`src/hw/spi_params.svh`:
```
`ifndef SPI_PARAMS_SVH
`define SPI_PARAMS_SVH

// Bits shifted per transfer
`define SPI_TXN_SIZE 32

`define SPI_CMD_DEPTH 4
`define SPI_RSP_DEPTH 4

// Word offsets on the 2-bit register address
`define SPI_REG_CTRL   2'd0
`define SPI_REG_TXDATA 2'd1
`define SPI_REG_RXDATA 2'd2
`define SPI_REG_STATUS 2'd3

`endif
```
`src/hw/spi_xfer_pkg.sv`:
```
`default_nettype none

package spi_xfer_pkg;

    // Bit 1 set means TX, so code 3 also sends
    localparam logic [1:0] DIR_NONE = 2'd0;
    localparam logic [1:0] DIR_RX   = 2'd1;
    localparam logic [1:0] DIR_TX   = 2'd2;

    typedef enum logic [1:0] {
        ST_IDLE  = 2'd0,
        ST_START = 2'd1,
        ST_SEND  = 2'd2,
        ST_RECV  = 2'd3
    } spi_state_e;

endpackage

`default_nettype wire

```
`src/hw/spi_reg_pkg.sv`:
```
`default_nettype none

package spi_reg_pkg;

    // Field layout of the control register, MSB first
    typedef struct packed {
        logic [9:0]  rsvd;
        logic [1:0]  dir;          // Direction code from spi_xfer_pkg
        logic        end_cs;       // CSN level left after the transfer
        logic        msb_first;
        logic        cpha;
        logic        cpol;
        logic [15:0] sck_div;      // clk_i cycles per SCK period
    } spi_ctrl_fields_t;

    // Bus side sees one raw word and the engine sees the fields
    typedef union packed {
        logic [31:0]      raw;
        spi_ctrl_fields_t f;
    } spi_ctrl_word_u;

endpackage

`default_nettype wire

```
`src/hw/spi_cmd_if.sv`:
```
`timescale 1ns/1ps
`default_nettype none

`include "spi_params.svh"

interface spi_cmd_if;

    logic [31:0]              ctrl;    // Raw control word captured with the data
    logic [`SPI_TXN_SIZE-1:0] data;
    logic                     valid;
    logic                     ready;

    modport src (
        output ctrl,
        output data,
        output valid,
        input  ready
    );

    modport dst (
        input  ctrl,
        input  data,
        input  valid,
        output ready
    );

endinterface

`default_nettype wire

```
`src/hw/spi_ctrl_top.sv`:
```
`timescale 1ns/1ps
`default_nettype none

`include "spi_params.svh"

module spi_ctrl_top (
    input  logic        clk_i,
    input  logic        rstn_i,
    input  logic        bus_req_i,
    input  logic        bus_we_i,
    input  logic [1:0]  bus_addr_i,
    input  logic [31:0] bus_wdata_i,
    output logic [31:0] bus_rdata_o,
    output logic        bus_rvalid_o,
    output logic        spi_sck_o,
    output logic        spi_mosi_o,
    output logic        spi_csn_o,
    input  logic        spi_miso_i
);

    logic                                cmd_push;
    logic [32+`SPI_TXN_SIZE-1:0]         cmd_push_data;
    logic [32+`SPI_TXN_SIZE-1:0]         cmd_pop_data;
    logic                                cmd_pop;
    logic                                cmd_full;
    logic                                cmd_empty;
    logic                                rsp_push;
    logic [`SPI_TXN_SIZE-1:0]            rsp_push_data;
    logic                                rsp_pop;
    logic [`SPI_TXN_SIZE-1:0]            rsp_pop_data;
    logic                                rsp_empty;
    logic [$clog2(`SPI_RSP_DEPTH+1)-1:0] rsp_level;
    logic                                busy;

    spi_cmd_if cmd_if ();

    assign cmd_if.ctrl  = cmd_pop_data[32+`SPI_TXN_SIZE-1 -: 32];
    assign cmd_if.data  = cmd_pop_data[`SPI_TXN_SIZE-1:0];
    assign cmd_if.valid = !cmd_empty;
    assign cmd_pop      = cmd_if.valid && cmd_if.ready;

    spi_regs u_regs (
        .clk_i           (clk_i),
        .rstn_i          (rstn_i),
        .bus_req_i       (bus_req_i),
        .bus_we_i        (bus_we_i),
        .bus_addr_i      (bus_addr_i),
        .bus_wdata_i     (bus_wdata_i),
        .bus_rdata_o     (bus_rdata_o),
        .bus_rvalid_o    (bus_rvalid_o),
        .cmd_push_o      (cmd_push),
        .cmd_push_data_o (cmd_push_data),
        .cmd_full_i      (cmd_full),
        .rsp_pop_o       (rsp_pop),
        .rsp_data_i      (rsp_pop_data),
        .rsp_empty_i     (rsp_empty),
        .rsp_level_i     (rsp_level),
        .busy_i          (busy)
    );

    spi_fifo #(.WIDTH(32 + `SPI_TXN_SIZE), .DEPTH(`SPI_CMD_DEPTH)) u_cmd_fifo (
        .clk_i       (clk_i),
        .rstn_i      (rstn_i),
        .push_i      (cmd_push),
        .push_data_i (cmd_push_data),
        .pop_i       (cmd_pop),
        .pop_data_o  (cmd_pop_data),
        .full_o      (cmd_full),
        .empty_o     (cmd_empty),
        .level_o     ()
    );

    spi_fifo #(.WIDTH(`SPI_TXN_SIZE), .DEPTH(`SPI_RSP_DEPTH)) u_rsp_fifo (
        .clk_i       (clk_i),
        .rstn_i      (rstn_i),
        .push_i      (rsp_push),
        .push_data_i (rsp_push_data),
        .pop_i       (rsp_pop),
        .pop_data_o  (rsp_pop_data),
        .full_o      (),
        .empty_o     (rsp_empty),
        .level_o     (rsp_level)
    );

    spi_shift_engine u_engine (
        .clk_i      (clk_i),
        .rstn_i     (rstn_i),
        .cmd        (cmd_if),
        .miso_i     (spi_miso_i),
        .mosi_o     (spi_mosi_o),
        .csn_o      (spi_csn_o),
        .sck_o      (spi_sck_o),
        .rsp_push_o (rsp_push),
        .rsp_data_o (rsp_push_data),
        .busy_o     (busy)
    );

endmodule

`default_nettype wire

```
`src/hw/spi_regs.sv`:
```
`timescale 1ns/1ps
`default_nettype none

`include "spi_params.svh"

module spi_regs (
    input  logic                                 clk_i,
    input  logic                                 rstn_i,
    input  logic                                 bus_req_i,
    input  logic                                 bus_we_i,
    input  logic [1:0]                           bus_addr_i,
    input  logic [31:0]                          bus_wdata_i,
    output logic [31:0]                          bus_rdata_o,
    output logic                                 bus_rvalid_o,
    output logic                                 cmd_push_o,
    output logic [32+`SPI_TXN_SIZE-1:0]          cmd_push_data_o,
    input  logic                                 cmd_full_i,
    output logic                                 rsp_pop_o,
    input  logic [`SPI_TXN_SIZE-1:0]             rsp_data_i,
    input  logic                                 rsp_empty_i,
    input  logic [$clog2(`SPI_RSP_DEPTH+1)-1:0]  rsp_level_i,
    input  logic                                 busy_i
);

    localparam int LVL_W = $clog2(`SPI_RSP_DEPTH+1);

    spi_reg_pkg::spi_ctrl_word_u ctrl_q;
    logic                        wr_en;
    logic                        rd_en;
    logic [31:0]                 rd_mux;
    logic [31:0]                 rdata_q;
    logic                        rvalid_q;

    assign wr_en = bus_req_i && bus_we_i;
    assign rd_en = bus_req_i && !bus_we_i;

    // Each data word carries a snapshot of the control register
    assign cmd_push_o      = wr_en && (bus_addr_i == `SPI_REG_TXDATA) && !cmd_full_i;
    assign cmd_push_data_o = {ctrl_q.raw, bus_wdata_i[`SPI_TXN_SIZE-1:0]};

    assign rsp_pop_o = rd_en && (bus_addr_i == `SPI_REG_RXDATA) && !rsp_empty_i;

    always_comb begin
        rd_mux = '0;
        case (bus_addr_i)
            `SPI_REG_CTRL: begin
                rd_mux = ctrl_q.raw;
            end
            `SPI_REG_RXDATA: begin
                if (!rsp_empty_i) begin
                    rd_mux = 32'(rsp_data_i);
                end
            end
            `SPI_REG_STATUS: begin
                rd_mux[0]           = cmd_full_i;
                rd_mux[1]           = rsp_empty_i;
                rd_mux[2]           = busy_i;
                rd_mux[8 +: LVL_W]  = rsp_level_i;
            end
            default: begin
                rd_mux = '0;   // TXDATA is write only
            end
        endcase
    end

    always_ff @(posedge clk_i) begin
        if (!rstn_i) begin
            ctrl_q.raw <= '0;
            rvalid_q   <= 1'b0;
        end else begin
            rvalid_q <= rd_en;
            if (wr_en && (bus_addr_i == `SPI_REG_CTRL)) begin
                ctrl_q.raw <= bus_wdata_i;
            end
        end
    end

    always_ff @(posedge clk_i) begin
        if (rd_en) begin
            rdata_q <= rd_mux;
        end
    end

    assign bus_rdata_o  = rdata_q;
    assign bus_rvalid_o = rvalid_q;

endmodule

`default_nettype wire

```
`src/hw/spi_shift_engine.sv`:
```
`timescale 1ns/1ps
`default_nettype none

`include "spi_params.svh"

module spi_shift_engine (
    input  logic                     clk_i,
    input  logic                     rstn_i,
    spi_cmd_if.dst                   cmd,
    input  logic                     miso_i,
    output logic                     mosi_o,
    output logic                     csn_o,
    output logic                     sck_o,
    output logic                     rsp_push_o,
    output logic [`SPI_TXN_SIZE-1:0] rsp_data_o,
    output logic                     busy_o
);

    localparam int IDX_W = $clog2(`SPI_TXN_SIZE);
    localparam logic [IDX_W:0] NBITS = (IDX_W+1)'(`SPI_TXN_SIZE);
    localparam logic [6:0]     NEDGES = 7'(2 * `SPI_TXN_SIZE);

    spi_xfer_pkg::spi_state_e       state_q;
    spi_reg_pkg::spi_ctrl_word_u    cmd_word;
    spi_reg_pkg::spi_ctrl_word_u    ctrl_q;
    logic [`SPI_TXN_SIZE-1:0]       tx_q;
    logic [`SPI_TXN_SIZE-1:0]       rx_q;
    logic [IDX_W:0]                 bit_idx_q;
    logic                           mosi_q;
    logic                           csn_q;
    logic                           rsp_push_q;
    logic                           sck_en;
    logic                           sample;
    logic                           shift;
    logic [6:0]                     edge_cnt;
    logic                           xfer_done;
    logic                           cmd_take;
    logic                           tx_step;
    logic                           rx_step;

    function automatic logic [`SPI_TXN_SIZE-1:0] bit_rev(input logic [`SPI_TXN_SIZE-1:0] d);
        logic [`SPI_TXN_SIZE-1:0] r;
        for (int i = 0; i < `SPI_TXN_SIZE; i++) begin
            r[i] = d[`SPI_TXN_SIZE-1-i];
        end
        return r;
    endfunction

    always_comb cmd_word.raw = cmd.ctrl;

    assign cmd.ready = (state_q == spi_xfer_pkg::ST_IDLE);
    assign cmd_take  = cmd.ready && cmd.valid;
    assign xfer_done = (edge_cnt == NEDGES);
    assign tx_step   = (state_q == spi_xfer_pkg::ST_SEND) && shift && (bit_idx_q < NBITS);
    assign rx_step   = (state_q == spi_xfer_pkg::ST_RECV) && sample && (bit_idx_q < NBITS);
    // Clock stops on the cycle the last edge is seen
    assign sck_en    = ((state_q == spi_xfer_pkg::ST_SEND) ||
                        (state_q == spi_xfer_pkg::ST_RECV)) && !xfer_done;

    spi_sck_gen u_sck_gen (
        .clk_i      (clk_i),
        .rstn_i     (rstn_i),
        .enable_i   (sck_en),
        .cpol_i     (ctrl_q.f.cpol),
        .cpha_i     (ctrl_q.f.cpha),
        .div_i      (ctrl_q.f.sck_div),
        .sck_o      (sck_o),
        .sample_o   (sample),
        .shift_o    (shift),
        .edge_cnt_o (edge_cnt)
    );

    always_ff @(posedge clk_i) begin
        if (!rstn_i) begin
            state_q    <= spi_xfer_pkg::ST_IDLE;
            ctrl_q.raw <= '0;
            bit_idx_q  <= '0;
            mosi_q     <= 1'b0;
            csn_q      <= 1'b1;
            rsp_push_q <= 1'b0;
        end else begin
            rsp_push_q <= 1'b0;
            case (state_q)
                spi_xfer_pkg::ST_IDLE: begin
                    if (cmd_take) begin
                        ctrl_q  <= cmd_word;
                        state_q <= spi_xfer_pkg::ST_START;
                    end
                end
                spi_xfer_pkg::ST_START: begin
                    bit_idx_q <= '0;
                    if (ctrl_q.f.dir != spi_xfer_pkg::DIR_NONE) begin
                        csn_q <= 1'b0;
                    end
                    if ((ctrl_q.f.dir & spi_xfer_pkg::DIR_TX) != 2'b00) begin
                        state_q <= spi_xfer_pkg::ST_SEND;
                        if (!ctrl_q.f.cpha) begin
                            mosi_q    <= tx_q[0];   // First bit goes out before the first edge
                            bit_idx_q <= (IDX_W+1)'(1);
                        end
                    end else if (ctrl_q.f.dir == spi_xfer_pkg::DIR_RX) begin
                        state_q <= spi_xfer_pkg::ST_RECV;
                    end else begin
                        state_q <= spi_xfer_pkg::ST_IDLE;
                    end
                end
                spi_xfer_pkg::ST_SEND: begin
                    if (tx_step) begin
                        mosi_q    <= tx_q[bit_idx_q[IDX_W-1:0]];
                        bit_idx_q <= bit_idx_q + 1'b1;
                    end
                    if (xfer_done) begin
                        csn_q   <= ctrl_q.f.end_cs;
                        state_q <= spi_xfer_pkg::ST_IDLE;
                    end
                end
                default: begin
                    if (rx_step) begin
                        bit_idx_q <= bit_idx_q + 1'b1;
                    end
                    if (xfer_done) begin
                        csn_q      <= ctrl_q.f.end_cs;
                        rsp_push_q <= 1'b1;
                        state_q    <= spi_xfer_pkg::ST_IDLE;
                    end
                end
            endcase
        end
    end

    always_ff @(posedge clk_i) begin
        if (cmd_take) begin
            tx_q <= cmd_word.f.msb_first ? bit_rev(cmd.data) : cmd.data;
        end
        if (rx_step) begin
            rx_q[bit_idx_q[IDX_W-1:0]] <= miso_i;
        end
    end

    assign mosi_o     = mosi_q;
    assign csn_o      = csn_q;
    assign rsp_push_o = rsp_push_q;
    assign rsp_data_o = ctrl_q.f.msb_first ? bit_rev(rx_q) : rx_q;
    assign busy_o     = (state_q != spi_xfer_pkg::ST_IDLE) || cmd.valid;

endmodule

`default_nettype wire

```
`src/hw/spi_sck_gen.sv`:
```
`timescale 1ns/1ps
`default_nettype none

module spi_sck_gen (
    input  logic        clk_i,
    input  logic        rstn_i,
    input  logic        enable_i,
    input  logic        cpol_i,
    input  logic        cpha_i,
    input  logic [15:0] div_i,
    output logic        sck_o,
    output logic        sample_o,
    output logic        shift_o,
    output logic [6:0]  edge_cnt_o
);

    logic [15:0] cnt_q;
    logic [15:0] half;
    logic        toggle;
    logic        sck_q;
    logic        rise_q;
    logic        fall_q;
    logic [6:0]  edge_q;

    assign half   = {1'b0, div_i[15:1]};
    assign toggle = enable_i && (cnt_q == half - 16'd1);

    always_ff @(posedge clk_i) begin
        if (!rstn_i) begin
            cnt_q  <= '0;
            sck_q  <= 1'b0;
            rise_q <= 1'b0;
            fall_q <= 1'b0;
            edge_q <= '0;
        end else if (!enable_i) begin
            cnt_q  <= '0;
            sck_q  <= cpol_i;      // Idle level follows the clock polarity
            rise_q <= 1'b0;
            fall_q <= 1'b0;
            edge_q <= '0;
        end else begin
            cnt_q  <= toggle ? '0 : cnt_q + 16'd1;
            rise_q <= toggle && !sck_q;
            fall_q <= toggle && sck_q;
            if (toggle) begin
                sck_q  <= !sck_q;
                edge_q <= edge_q + 7'd1;
            end
        end
    end

    // Modes 1 and 2 sample on the falling edge
    assign sample_o = (cpol_i ^ cpha_i) ? fall_q : rise_q;
    assign shift_o  = (cpol_i ^ cpha_i) ? rise_q : fall_q;

    assign sck_o      = sck_q;
    assign edge_cnt_o = edge_q;

endmodule

`default_nettype wire

```
`src/hw/spi_fifo.sv`:
```
`timescale 1ns/1ps
`default_nettype none

module spi_fifo #(
    parameter int WIDTH = 32,
    parameter int DEPTH = 4
) (
    input  logic                       clk_i,
    input  logic                       rstn_i,
    input  logic                       push_i,
    input  logic [WIDTH-1:0]           push_data_i,
    input  logic                       pop_i,
    output logic [WIDTH-1:0]           pop_data_o,
    output logic                       full_o,
    output logic                       empty_o,
    output logic [$clog2(DEPTH+1)-1:0] level_o
);

    localparam int AW = $clog2(DEPTH);
    localparam int LW = $clog2(DEPTH+1);

    logic [WIDTH-1:0] mem_q [DEPTH];
    logic [AW-1:0]    wr_ptr_q;
    logic [AW-1:0]    rd_ptr_q;
    logic [LW-1:0]    level_q;
    logic             do_push;
    logic             do_pop;

    assign full_o  = (level_q == LW'(DEPTH));
    assign empty_o = (level_q == '0);
    assign do_push = push_i && !full_o;
    assign do_pop  = pop_i && !empty_o;

    always_ff @(posedge clk_i) begin
        if (!rstn_i) begin
            wr_ptr_q <= '0;
            rd_ptr_q <= '0;
            level_q  <= '0;
        end else begin
            if (do_push) begin
                wr_ptr_q <= (wr_ptr_q == AW'(DEPTH-1)) ? '0 : wr_ptr_q + 1'b1;
            end
            if (do_pop) begin
                rd_ptr_q <= (rd_ptr_q == AW'(DEPTH-1)) ? '0 : rd_ptr_q + 1'b1;
            end
            if (do_push && !do_pop) begin
                level_q <= level_q + 1'b1;
            end else if (do_pop && !do_push) begin
                level_q <= level_q - 1'b1;
            end
        end
    end

    always_ff @(posedge clk_i) begin
        if (do_push) begin
            mem_q[wr_ptr_q] <= push_data_i;
        end
    end

    assign pop_data_o = mem_q[rd_ptr_q];   // Oldest entry shows while not empty
    assign level_o    = level_q;

endmodule

`default_nettype wire

```
`config.mk`:
```
export PLATFORM = sky130hd
export DESIGN_NAME = spi_ctrl_top
export DESIGN_NICKNAME = d
export VERILOG_FILES = /design/src/hw/spi_xfer_pkg.sv /design/src/hw/spi_reg_pkg.sv /design/src/hw/spi_cmd_if.sv /design/src/hw/spi_ctrl_top.sv /design/src/hw/spi_regs.sv /design/src/hw/spi_shift_engine.sv /design/src/hw/spi_sck_gen.sv /design/src/hw/spi_fifo.sv
export VERILOG_INCLUDE_DIRS = /design/src /design/src/hw
export SDC_FILE = /design/constraint.sdc
export NUM_CORES = 1
export LEC_CHECK = 0
export BUFFER_PORTS_ARGS = -buffer_cell sky130_fd_sc_hd__buf_2
export CAP_MARGIN = 20
export CORE_MARGIN = 2
export CORE_UTILIZATION = 55
export CTS_BUF_LIST = sky130_fd_sc_hd__clkbuf_4
export DETAILED_ROUTE_END_ITERATION = 6
export MAX_ROUTING_LAYER = met4
export PLACE_DENSITY_LB_ADDON = 0.25
export SLEW_MARGIN = 20
export SYNTH_ARGS = -nofsm -noshare
export SYNTH_HDL_FRONTEND = slang
export SYNTH_SLANG_ARGS = --single-unit
```
`constraint.sdc`:
```
create_clock -name clk_i -period 5.15 [get_ports clk_i]
set_clock_uncertainty 0.05 [all_clocks]
set_input_delay 1.2875 -clock clk_i [delete_from_list [all_inputs] [get_ports clk_i]]
set_output_delay 1.2875 -clock clk_i [all_outputs]
set_load 0.005 [all_outputs]
```
==> results.toml, run 1 <==
[global_routing]
grt_max_degree = 54
track_usage_pct = 24.0
grt_pass1_vias = 12600
grt_overflow = 0
antenna_found_initial = 2
grt_pass1_wl_um = 71000

[clock_tree]
clock-sinks = 545
root_buffer = "clkbuf_4"
post_cts_buffers = 0
clk_path_buf_depth = 3
clk_pin_slew_ps = 60
h-tree-depth = 4
ctsResizeCount = 0
insertion_delay_ps = 880
cts_tree = "done"
cts_hold_buf = 0
cts_made_buffers = 137

[flow_run]
cap_violations = 0

[sta]
slew_violations = 0
slew-limit-headroom_pct = 30.9
hold_viol = 0
tightest_slew_ps = 1040
fmax_mhz = 287
rsz0062_at_grt = "no"
period_needed_ps = 3480
fin_crit_sh_pct = 67.6
fin_setup_tns_ps = 0
setup-violations-final = 0

[floorplan]
dieArea_mm2 = 0.0413
die_y_um = 203
core-area_mm2 = 0.0389
initial_utilization_pct = 56.1
io_pins = 75
rows = 72
fp.dieW_um = 203

[power_and_ir_drop]
power.switching_uw = 2910
max-vdd-ir-drop_mv = 0.310
power_density_mw_per_mm2 = 443
sequentialPowerShare_pct = 49.1
p_int_uw = 8000
power_frac_clock_pct = 33.7
p_leak_uw = 0.00824
p_sw_share_pct = 26.7
power_frac_comb_pct = 17.3

[setup_path]
critPathLaunchType = "flop"
cp-end-kind = "flop"
critical_path_arrival_ps = 4150
worst-setup-path-type = "reg -> reg"
slowest_stage = "or4_1"
slowest_delay_ps = 800
worstPathMaxFanout = 16
worstPathRequired_ps = 5820
path_cells = "inv_1 -> ha_1 -> nor3b_4 -> and4_4 -> mux2_1 -> mux2i_1 -> a32oi_1 -> or4_1 -> nand3_1 -> nor2_1"

[logic_synthesis]
syn-num-nets = 1408
synthAdderAreaFrac_pct = 1.56
synthesis.area_mm2 = 0.0218
async_flop_share_pct = 0
ys_top_cells_by_count = "edfxtp_1 (436), nand2_1 (140), dfxtp_1 (109)"
yosys_register_bits = 545
synth-edff-count = 436
muxShareOfSynthArea_pct = 13.6
yosys.area.top_type_share_pct = 60.0
yosysUniqueCellTypes = 56
synth_top_area_cell = "edfxtp_1"
synth_compound_area_share_pct = 4.73
synth_cells = 1343
ys_seq_area_share_pct = 70.0
synth_top_family_by_area = "multiplexers"
synth_area_leaders = "edfxtp_1 (60%), dfxtp_1 (10%), mux4_2 (9.6%), mux2_2 (3.4%), nand2_1 (2.4%)"
ys.flop_type = "edfxtp_1"
avgSynthCellArea_um2 = 16.3
yosysMostFrequentCell = "edfxtp_1"
yosysWarnings = 0
synth_xor_area_share_pct = 1.76
yosys.area_share.simple_pct = 6.89

[detailed_routing]
viasPerCell = 5.65
firstDrtPassIters = 5
wirelength_um = 46000
drtIter0Drc = 944
num_vias = 12100
drc = 0
routed.top_layer = "met4"
route.layer.met1.wl_um = 19200
avgRoutedWirePerCell_um = 21.5
wl_met2_um = 22700
ant_nets = 0
met3WireLength_um = 2800

[cells_and_area]
area_growth_syn_to_layout_pct = 12.9
drive_gt1_share_pct = 31.4
fin_nets = 1581
fin_util_pct = 63.3
fill_cells = 2893

[status]
outcome = "completed"

[place]
finalWeightedCongestion = 0.821
port_buffers = 74
hpwlAfterDp_um = 28700

[min_path]
hold_path.class = "reg -> reg"
worst max-delay path, delay by kind of cell, from the launching register on:
kind / cells / cell delay, ps
and+or+nand+nor: 5 / 2130
DFF: 1 / 370
buffers and inverters: 1 / 80
adders and majority gates: 1 / 180
muxes: 2 / 450
AOI/OAI and AO/OA: 1 / 60
per-stage QoR:
step                      total power [uW]  hold slack [ps]  instance area, um^2  std cells  worst slack, ps
after floorplan                       6810              389                21800       1343              824
after global placement                7290              409                22800       1895             1350
after detailed placement              7330              414                22800       1895             1320
after CTS                            11000              424                24600       2142             1640
after global routing                 11500              446                24700       2145             1360
final                                10900              421                24700       2145             1670
flip-flops by register name, indices dropped and copies added, names as in the netlist, 2 cells and up, named ones only:
register                       cells
u_cmd_fifo.level_o                 3
u_cmd_fifo.mem_q                 212
u_cmd_fifo.rd_ptr_q                2
u_cmd_fifo.wr_ptr_q                2
u_engine.bit_idx_q                 6
u_engine.ctrl_q                   21
u_engine.rx_q                     32
u_engine.state_q                   2
u_engine.tx_q                     32
u_engine.u_sck_gen.cnt_q          16
u_engine.u_sck_gen.edge_cnt_o      7
u_regs.bus_rdata_o                32
u_regs.ctrl_q                     32
u_rsp_fifo.level_o                 3
u_rsp_fifo.mem_q                 128
u_rsp_fifo.rd_ptr_q                2
u_rsp_fifo.wr_ptr_q                2
cell families (layout without fill, tap and decap cells):
kind of cell             after synthesis  count (layout)
multiplexers                         172             172
AO/OA/AOI/OAI                        144             144
other                                  0               3
adder cells (fa/ha/maj)               26              26
flip-flops                           545             545
AND/OR/NAND/NOR                      325             325
buffers and inverters                 87             368
XOR/XNOR                              44              44
power groups by stage:
| stage | Clock, uW | Sequential (uW) | Combinational, uW |
|---|---|---|---|
| finish | 3670 | 5350 | 1880 |
| global route | 4010 | 5390 | 2050 |
| detailed placement | 0 | 5450 | 1880 |
| floorplan | 0 | 5320 | 1500 |
| CTS | 3770 | 5360 | 1900 |
| global placement | 0 | 5440 | 1850 |
area by class of cell:
class	instances	area, um^2	share of cell area, %
Antenna cell	3	7.51	0.0305
Clock buffer	222	1670	6.76
Clock inverter	25	144	0.584
Inverter	25	93.8	0.381
Multi-Input combinational cell	711	6250	25.4
Sequential cell	545	15300	62.0
Tap cell	518	648	2.63
Timing Repair Buffer	96	561	2.27
worst paths after layout:
| check | startpoint | endpoint | slack [ps] | cells past startpoint |
|---|---|---|---|---|
| worst min-delay path | u_regs.ctrl_q[23]$_SDFFE_PN0P_ | u_regs.ctrl_q[23]$_SDFFE_PN0P_ | 420 | 2 |
| worst max-delay path | u_engine.ctrl_q[1]$_SDFFE_PN0P_ | u_engine.u_sck_gen.cnt_q[14]$_SDFF_PP0_ | 1670 | 10 |
| worst min register to register | u_regs.ctrl_q[23]$_SDFFE_PN0P_ | u_regs.ctrl_q[23]$_SDFFE_PN0P_ | 420 | 2 |
| worst max register to register | u_engine.ctrl_q[1]$_SDFFE_PN0P_ | u_engine.u_sck_gen.cnt_q[14]$_SDFF_PP0_ | 1670 | 10 |
cells in the final DEF, fill, tap and decap left out, types with 5 or more instances in the layout:
cell / Yosys / routed
mux4_2: 93 / 93
a21oi_1: 14 / 14
inv_2: 0 / 7
nor2b_1: 13 / 12
inv_1: 24 / 23
or3_1: 10 / 10
a22o_1: 26 / 26
xor2_1: 22 / 22
o21ai_0: 17 / 17
clkbuf_4: 0 / 222
mux2i_1: 13 / 13
dfxtp_1: 109 / 106
and2_1: 14 / 10
edfxtp_1: 436 / 436
buf_4: 0 / 20
nand3b_1: 5 / 5
clkinv_1: 1 / 12
and3_1: 8 / 8
nand3_1: 21 / 21
xnor2_1: 22 / 22
buf_2: 3 / 74
nand2_1: 140 / 140
nor3_1: 16 / 15
mux2_2: 65 / 65
a21boi_0: 59 / 59
nor2_1: 76 / 75
ha_1: 24 / 24
per-layer routing:
| metal | vias up | GRT usage (%) |
|---|---|---|
| li1 | 5565 | - |
| met1 | 6085 | 29.6 |
| met2 | 393 | 37.9 |
| met3 | 79 | 6.02 |
| met4 | 0 | 10.2 |
| met5 | - | - |
Power figures use the tool's default switching activity.
==> run 2, diff against run 1 <==
- clock period: 5.15 -> 3.5 ns (I/O delays scaled with it)
==> run 2 against run 1 <==
Flip-flop and latch count did not move; clock power rose by 52%; non-clock buffer count increased by 14; final cell count up 0.79%; clock-buffer cell count fell by 14; critical endpoint is now u_engine.u_sck_gen.edge_cnt_o[4]$_SDFFE_PN0P_.
==> results.toml, run 2 (same netlist as run 1, synthesis figures left out) <==
[status]
outcome = "completed"

[place]
hpwlAfterDp_um = 28700
port_buffers = 74
finalWeightedCongestion = 0.797

[setup_path]
critical_path_arrival_ps = 3800
slowest_stage = "or4_4"
critPathTopFamily = "simple AND/OR/NAND/NOR gates"
worst-setup-path-type = "reg -> reg"
cp_num_buf_inv = 1
worstPathMaxFanout = 11
cp-end-kind = "flop"
critPathLaunchType = "flop"
path_cells = "inv_1 -> ha_1 -> nor3b_4 -> and4_4 -> mux2_1 -> mux2i_1 -> a32oi_1 -> or4_4 -> or3_1 -> a21oi_1"
worstPathRequired_ps = 4180
slowest_delay_ps = 620

[floorplan]
rows = 72
initial_utilization_pct = 56.1
die_y_um = 203
core-area_mm2 = 0.0389
dieArea_mm2 = 0.0413
fp.dieW_um = 203
io_pins = 75

[clock_tree]
h-tree-depth = 4
clk_path_buf_depth = 3
cts_tree = "done"
cts_made_buffers = 139
insertion_delay_ps = 820
cts_hold_buf = 0
clk_pin_slew_ps = 70
post_cts_buffers = 0
root_buffer = "clkbuf_4"
clock-sinks = 545

[global_routing]
grt_pass1_vias = 12600
grt_max_degree = 54
track_usage_pct = 24.0
antenna_found_initial = 2
grt_pass1_wl_um = 71900
grt_overflow = 0

[sta]
setup-violations-final = 0
tightest_slew_ps = 911
slew_violations = 0
fin_crit_sh_pct = 89.3
fmax_mhz = 320
fin_setup_tns_ps = 0
period_needed_ps = 3120
rsz0062_at_grt = "no"
slew-limit-headroom_pct = 39.3
hold_viol = 0

[detailed_routing]
drc = 0
wirelength_um = 46200
avgRoutedWirePerCell_um = 21.4
firstDrtPassIters = 5
viasPerCell = 5.73
num_vias = 12400
ant_nets = 0
drtIter0Drc = 986

[cells_and_area]
fill_cells = 2826
largest-register = "u_cmd_fifo.mem_q"
final_cell_mix = "edfxtp_1 (436), clkbuf_4 (208), nand2_1 (140)"
largest_reg_flops = 212
layout_commonest_cell = "edfxtp_1"
reg_top3 = "u_cmd_fifo.mem_q x212, u_rsp_fifo.mem_q x128"
fin_util_pct = 64.0
area_growth_syn_to_layout_pct = 14.1
drive_gt1_share_pct = 31.4
multi_input_comb_area_mm2 = 0.00626
seqCellArea_mm2 = 0.0153
fin_nets = 1597

[power_and_ir_drop]
power_density_mw_per_mm2 = 653
p_leak_uw = 0.00834
max-vdd-ir-drop_mv = 0.449

[min_path]
hold_path.class = "in -> reg"

[flow_run]
cap_violations = 0
## run 2: cell count changes in the layout (fill, tap and decap cells not counted), moves of 3 or more
| cell | change |
|---|---|
| bufinv_16 | +3 |
| clkinv_1 | +14 |
| clkbuf_4 | -14 |
| buf_4 | +6 |
| buf_12 | +8 |
| clkinv_2 | +3 |
| inv_2 | -5 |
## run 2: per-stage QoR
stage | total power (uW) | setup slack, ps | std cells | cell area (um^2) | hold slack, ps
2_1_floorplan | 10000 | 84.9 | 1343 | 21800 | 389
3_3_place_gp | 10800 | 239 | 1909 | 23000 | 386
3_5_place_dp | 10800 | 135 | 1909 | 23000 | 394
4_1_cts | 16400 | 79.7 | 2160 | 24900 | 143
5_1_grt | 17100 | 157 | 2162 | 24900 | 146
6_report | 16300 | 376 | 2162 | 24900 | 231
## run 2: power breakdown
| part | internal (uW) | switching [uW] |
|---|---|---|
| clock network | 3040 | 2550 |
| logic | 1330 | 1570 |
| registers | 7520 | 261 |
| total | 11900 | 4380 |
## run 2: timing repair
action | in CTS | in global routing
resized for setup | 0 | 2
hold endpoints to repair | 0 | 0
setup endpoints to repair | 0 | 17
## run 2: worst paths after layout
check | from | end | slack (ps) | cells past startpoint
max | u_engine.ctrl_q[1]$_SDFFE_PN0P_ | u_engine.u_sck_gen.edge_cnt_o[4]$_SDFFE_PN0P_ | 380 | 10
min | bus_wdata_i[18] | u_cmd_fifo.mem_q[2][18]$_DFFE_PP_ | 230 | 1
max reg2reg | u_engine.ctrl_q[1]$_SDFFE_PN0P_ | u_engine.u_sck_gen.edge_cnt_o[4]$_SDFFE_PN0P_ | 380 | 10
min reg2reg | u_engine.u_sck_gen.sck_o$_SDFFE_PN0P_ | u_engine.u_sck_gen.rise_q$_SDFF_PN0_ | 370 | 1
## run 2: layout make-up
type	instances	area share, %
sequential	545	61.3
inverter	25	0.376
multi-input combinational	711	25.1
timing repair buffer	110	3.07
clock buffer	208	6.26
clock inverter	43	1.24
antenna	2	0.0201
tap	518	2.60
## run 2: worst reg2reg max path, delay by kind of cell, from the launching register on
family          cells  cell delay [ps]
simple gates        4             1680
mux                 2              470
flops               1              370
compound gates      2              210
fa+ha+maj           1              170
buf+inv             1               80
## run 2: layer usage
layer | track usage, % | vias to the layer above | wire length [um]
met5 | - | - | 0
met3 | 5.75 | 82 | 2960
li1 | - | 5612 | -
met2 | 37.1 | 434 | 22400
met1 | 31.2 | 6257 | 19600
met4 | 9.07 | 0 | 1260
==> run 3, diff against run 2 <==
- CTS_CLUSTER_DIAMETER: not set -> 80
- clock period: 3.5 -> 4 ns (I/O delays scaled with it)
==> run 3 against run 2 <==
Global-route usage increased by 0.16 points; sequential power down 12%; total power shrank 11%; register-to-register slack better by 130 ps; worst setup slack better by 130 ps; clock power shrank 9.1%; critical path type unchanged; first-iteration DRC count down 9.3%; final cell count is 0.42% lower; critical path depth stayed put.
==> results.toml, run 3 (same netlist as run 1, synthesis figures left out) <==
[status]
outcome = "completed"

[floorplan]
io_pins = 75
rows = 72
die_y_um = 203
core-area_mm2 = 0.0389
initial_utilization_pct = 56.1
dieArea_mm2 = 0.0413
fp.dieW_um = 203

[power_and_ir_drop]
power_frac_comb_pct = 17.2
max-vdd-ir-drop_mv = 0.381
p_sw_share_pct = 26.3
p_int_uw = 10600
power.switching_uw = 3790
sequentialPowerShare_pct = 47.6
power_density_mw_per_mm2 = 581
p_leak_uw = 0.00834
power_frac_clock_pct = 35.2
p_total_uw = 14400

[detailed_routing]
firstDrtPassIters = 5
wirelength_um = 46400
num_vias = 12300
ant_nets = 0
drtIter0Drc = 894
viasPerCell = 5.72
drc = 0
avgRoutedWirePerCell_um = 21.6

[cells_and_area]
reg_top3 = "u_cmd_fifo.mem_q x212, u_rsp_fifo.mem_q x128"
area_growth_syn_to_layout_pct = 13.8
final_cell_mix = "edfxtp_1 (436), clkbuf_4 (223), nand2_1 (140)"
largest-register = "u_cmd_fifo.mem_q"
fin_nets = 1587
drive_gt1_share_pct = 31.4
layout_commonest_cell = "edfxtp_1"
fill_cells = 2851
largest_reg_flops = 212
fin_util_pct = 63.9

[setup_path]
worstPathMaxFanout = 16
worstPathRequired_ps = 4670
critPathLaunchType = "flop"
critical_path_arrival_ps = 4160
cp-end-kind = "flop"
worst-setup-path-type = "reg -> reg"

[sta]
tightest_slew_ps = 1000
hold_viol = 0
period_needed_ps = 3490
fmax_mhz = 286
slew-limit-headroom_pct = 33.2
rsz0062_at_grt = "no"
setup-violations-final = 0
worst_slack_ps = 506
slew_violations = 0
hold_slack_ps = 318
fin_setup_tns_ps = 0
fin_crit_sh_pct = 87.4

[clock_tree]
clock-sinks = 545
cts_hold_buf = 0
h-tree-depth = 4
insertion_delay_ps = 880
root_buffer = "clkbuf_4"
clk_path_buf_depth = 3
ctsResizeCount = 0
clk_pin_slew_ps = 70
cts_tree = "done"
post_cts_buffers = 0
cts_made_buffers = 139

[global_routing]
grt_overflow = 0
grt_util_met1_pct = 30.6
grt_max_degree = 54
track_usage_pct = 24.2
grt_pass1_vias = 12700
met3_usage_pct = 5.47
antenna_found_initial = 3
grt_most_used_layer = "met2"
grt_pass1_wl_um = 71900
met2_usage_pct = 37.6

[min_path]
hold_path.class = "in -> reg"

[place]
pre_cts_ws_ps = 508
finalWeightedCongestion = 0.863
hpwlAfterDp_um = 28900
port_buffers = 74

[flow_run]
cap_violations = 0
[run 3: area by class of cell]
cell class              instances  area, um^2  share of cell area (%)
inverters                      25        93.8                   0.378
repair buffers                100         628                    2.53
flip-flops and latches        545       15300                    61.5
diodes                          3        7.51                  0.0302
multi-input cells             711        6250                    25.1
clock buffers                 223        1670                    6.73
well taps                     518         648                    2.61
clock inverters                28         274                    1.10
[run 3: per-stage QoR]
step | instance area (um^2) | instances
after detailed placement | 22900 | 1899
final | 24900 | 2153
after global placement | 22900 | 1899
after global routing | 24900 | 2153
after floorplan | 21800 | 1343
after CTS | 24900 | 2150
[run 3: metal layers]
| metal | vias up | part of all wire (%) |
|---|---|---|
| met4 | 0 | 2.7 |
| met5 | - | 0 |
| met1 | 6228 | 42 |
| met2 | 425 | 49 |
| met3 | 77 | 6.3 |
| li1 | 5579 | - |
[run 3: path summary, 6_finish.rpt]
kind | from | end | slack, ps | cells after the start
setup / recovery | u_engine.ctrl_q[1]$_SDFFE_PN0P_ | u_engine.u_sck_gen.cnt_q[15]$_SDFF_PP0_ | 510 | 10
hold / removal | bus_wdata_i[29] | u_cmd_fifo.mem_q[1][29]$_DFFE_PP_ | 320 | 1
setup reg to reg | u_engine.ctrl_q[1]$_SDFFE_PN0P_ | u_engine.u_sck_gen.cnt_q[15]$_SDFF_PP0_ | 510 | 10
hold reg to reg | u_regs.ctrl_q[29]$_SDFFE_PN0P_ | u_regs.ctrl_q[29]$_SDFFE_PN0P_ | 420 | 2
[run 3: worst max-delay path: stages, from the launching register on]
cell     delay, ps
dfxtp_1        370
inv_1           90
ha_1           180
nor3b_4        380
and4_4         310
mux2_1         310
mux2i_1        130
a32oi_1         70
or4_1          800
nand3_1        540
nor2_1         110
[run 3: power by group through the flow]
stage | Sequential [uW] | Clock, uW | Combinational, uW
after floorplan | 6850 | 0 | 1930
after global placement | 6970 | 0 | 2440
after detailed placement | 6990 | 0 | 2500
after CTS | 6870 | 5200 | 2510
after global routing | 6910 | 5520 | 2730
final | 6870 | 5080 | 2490
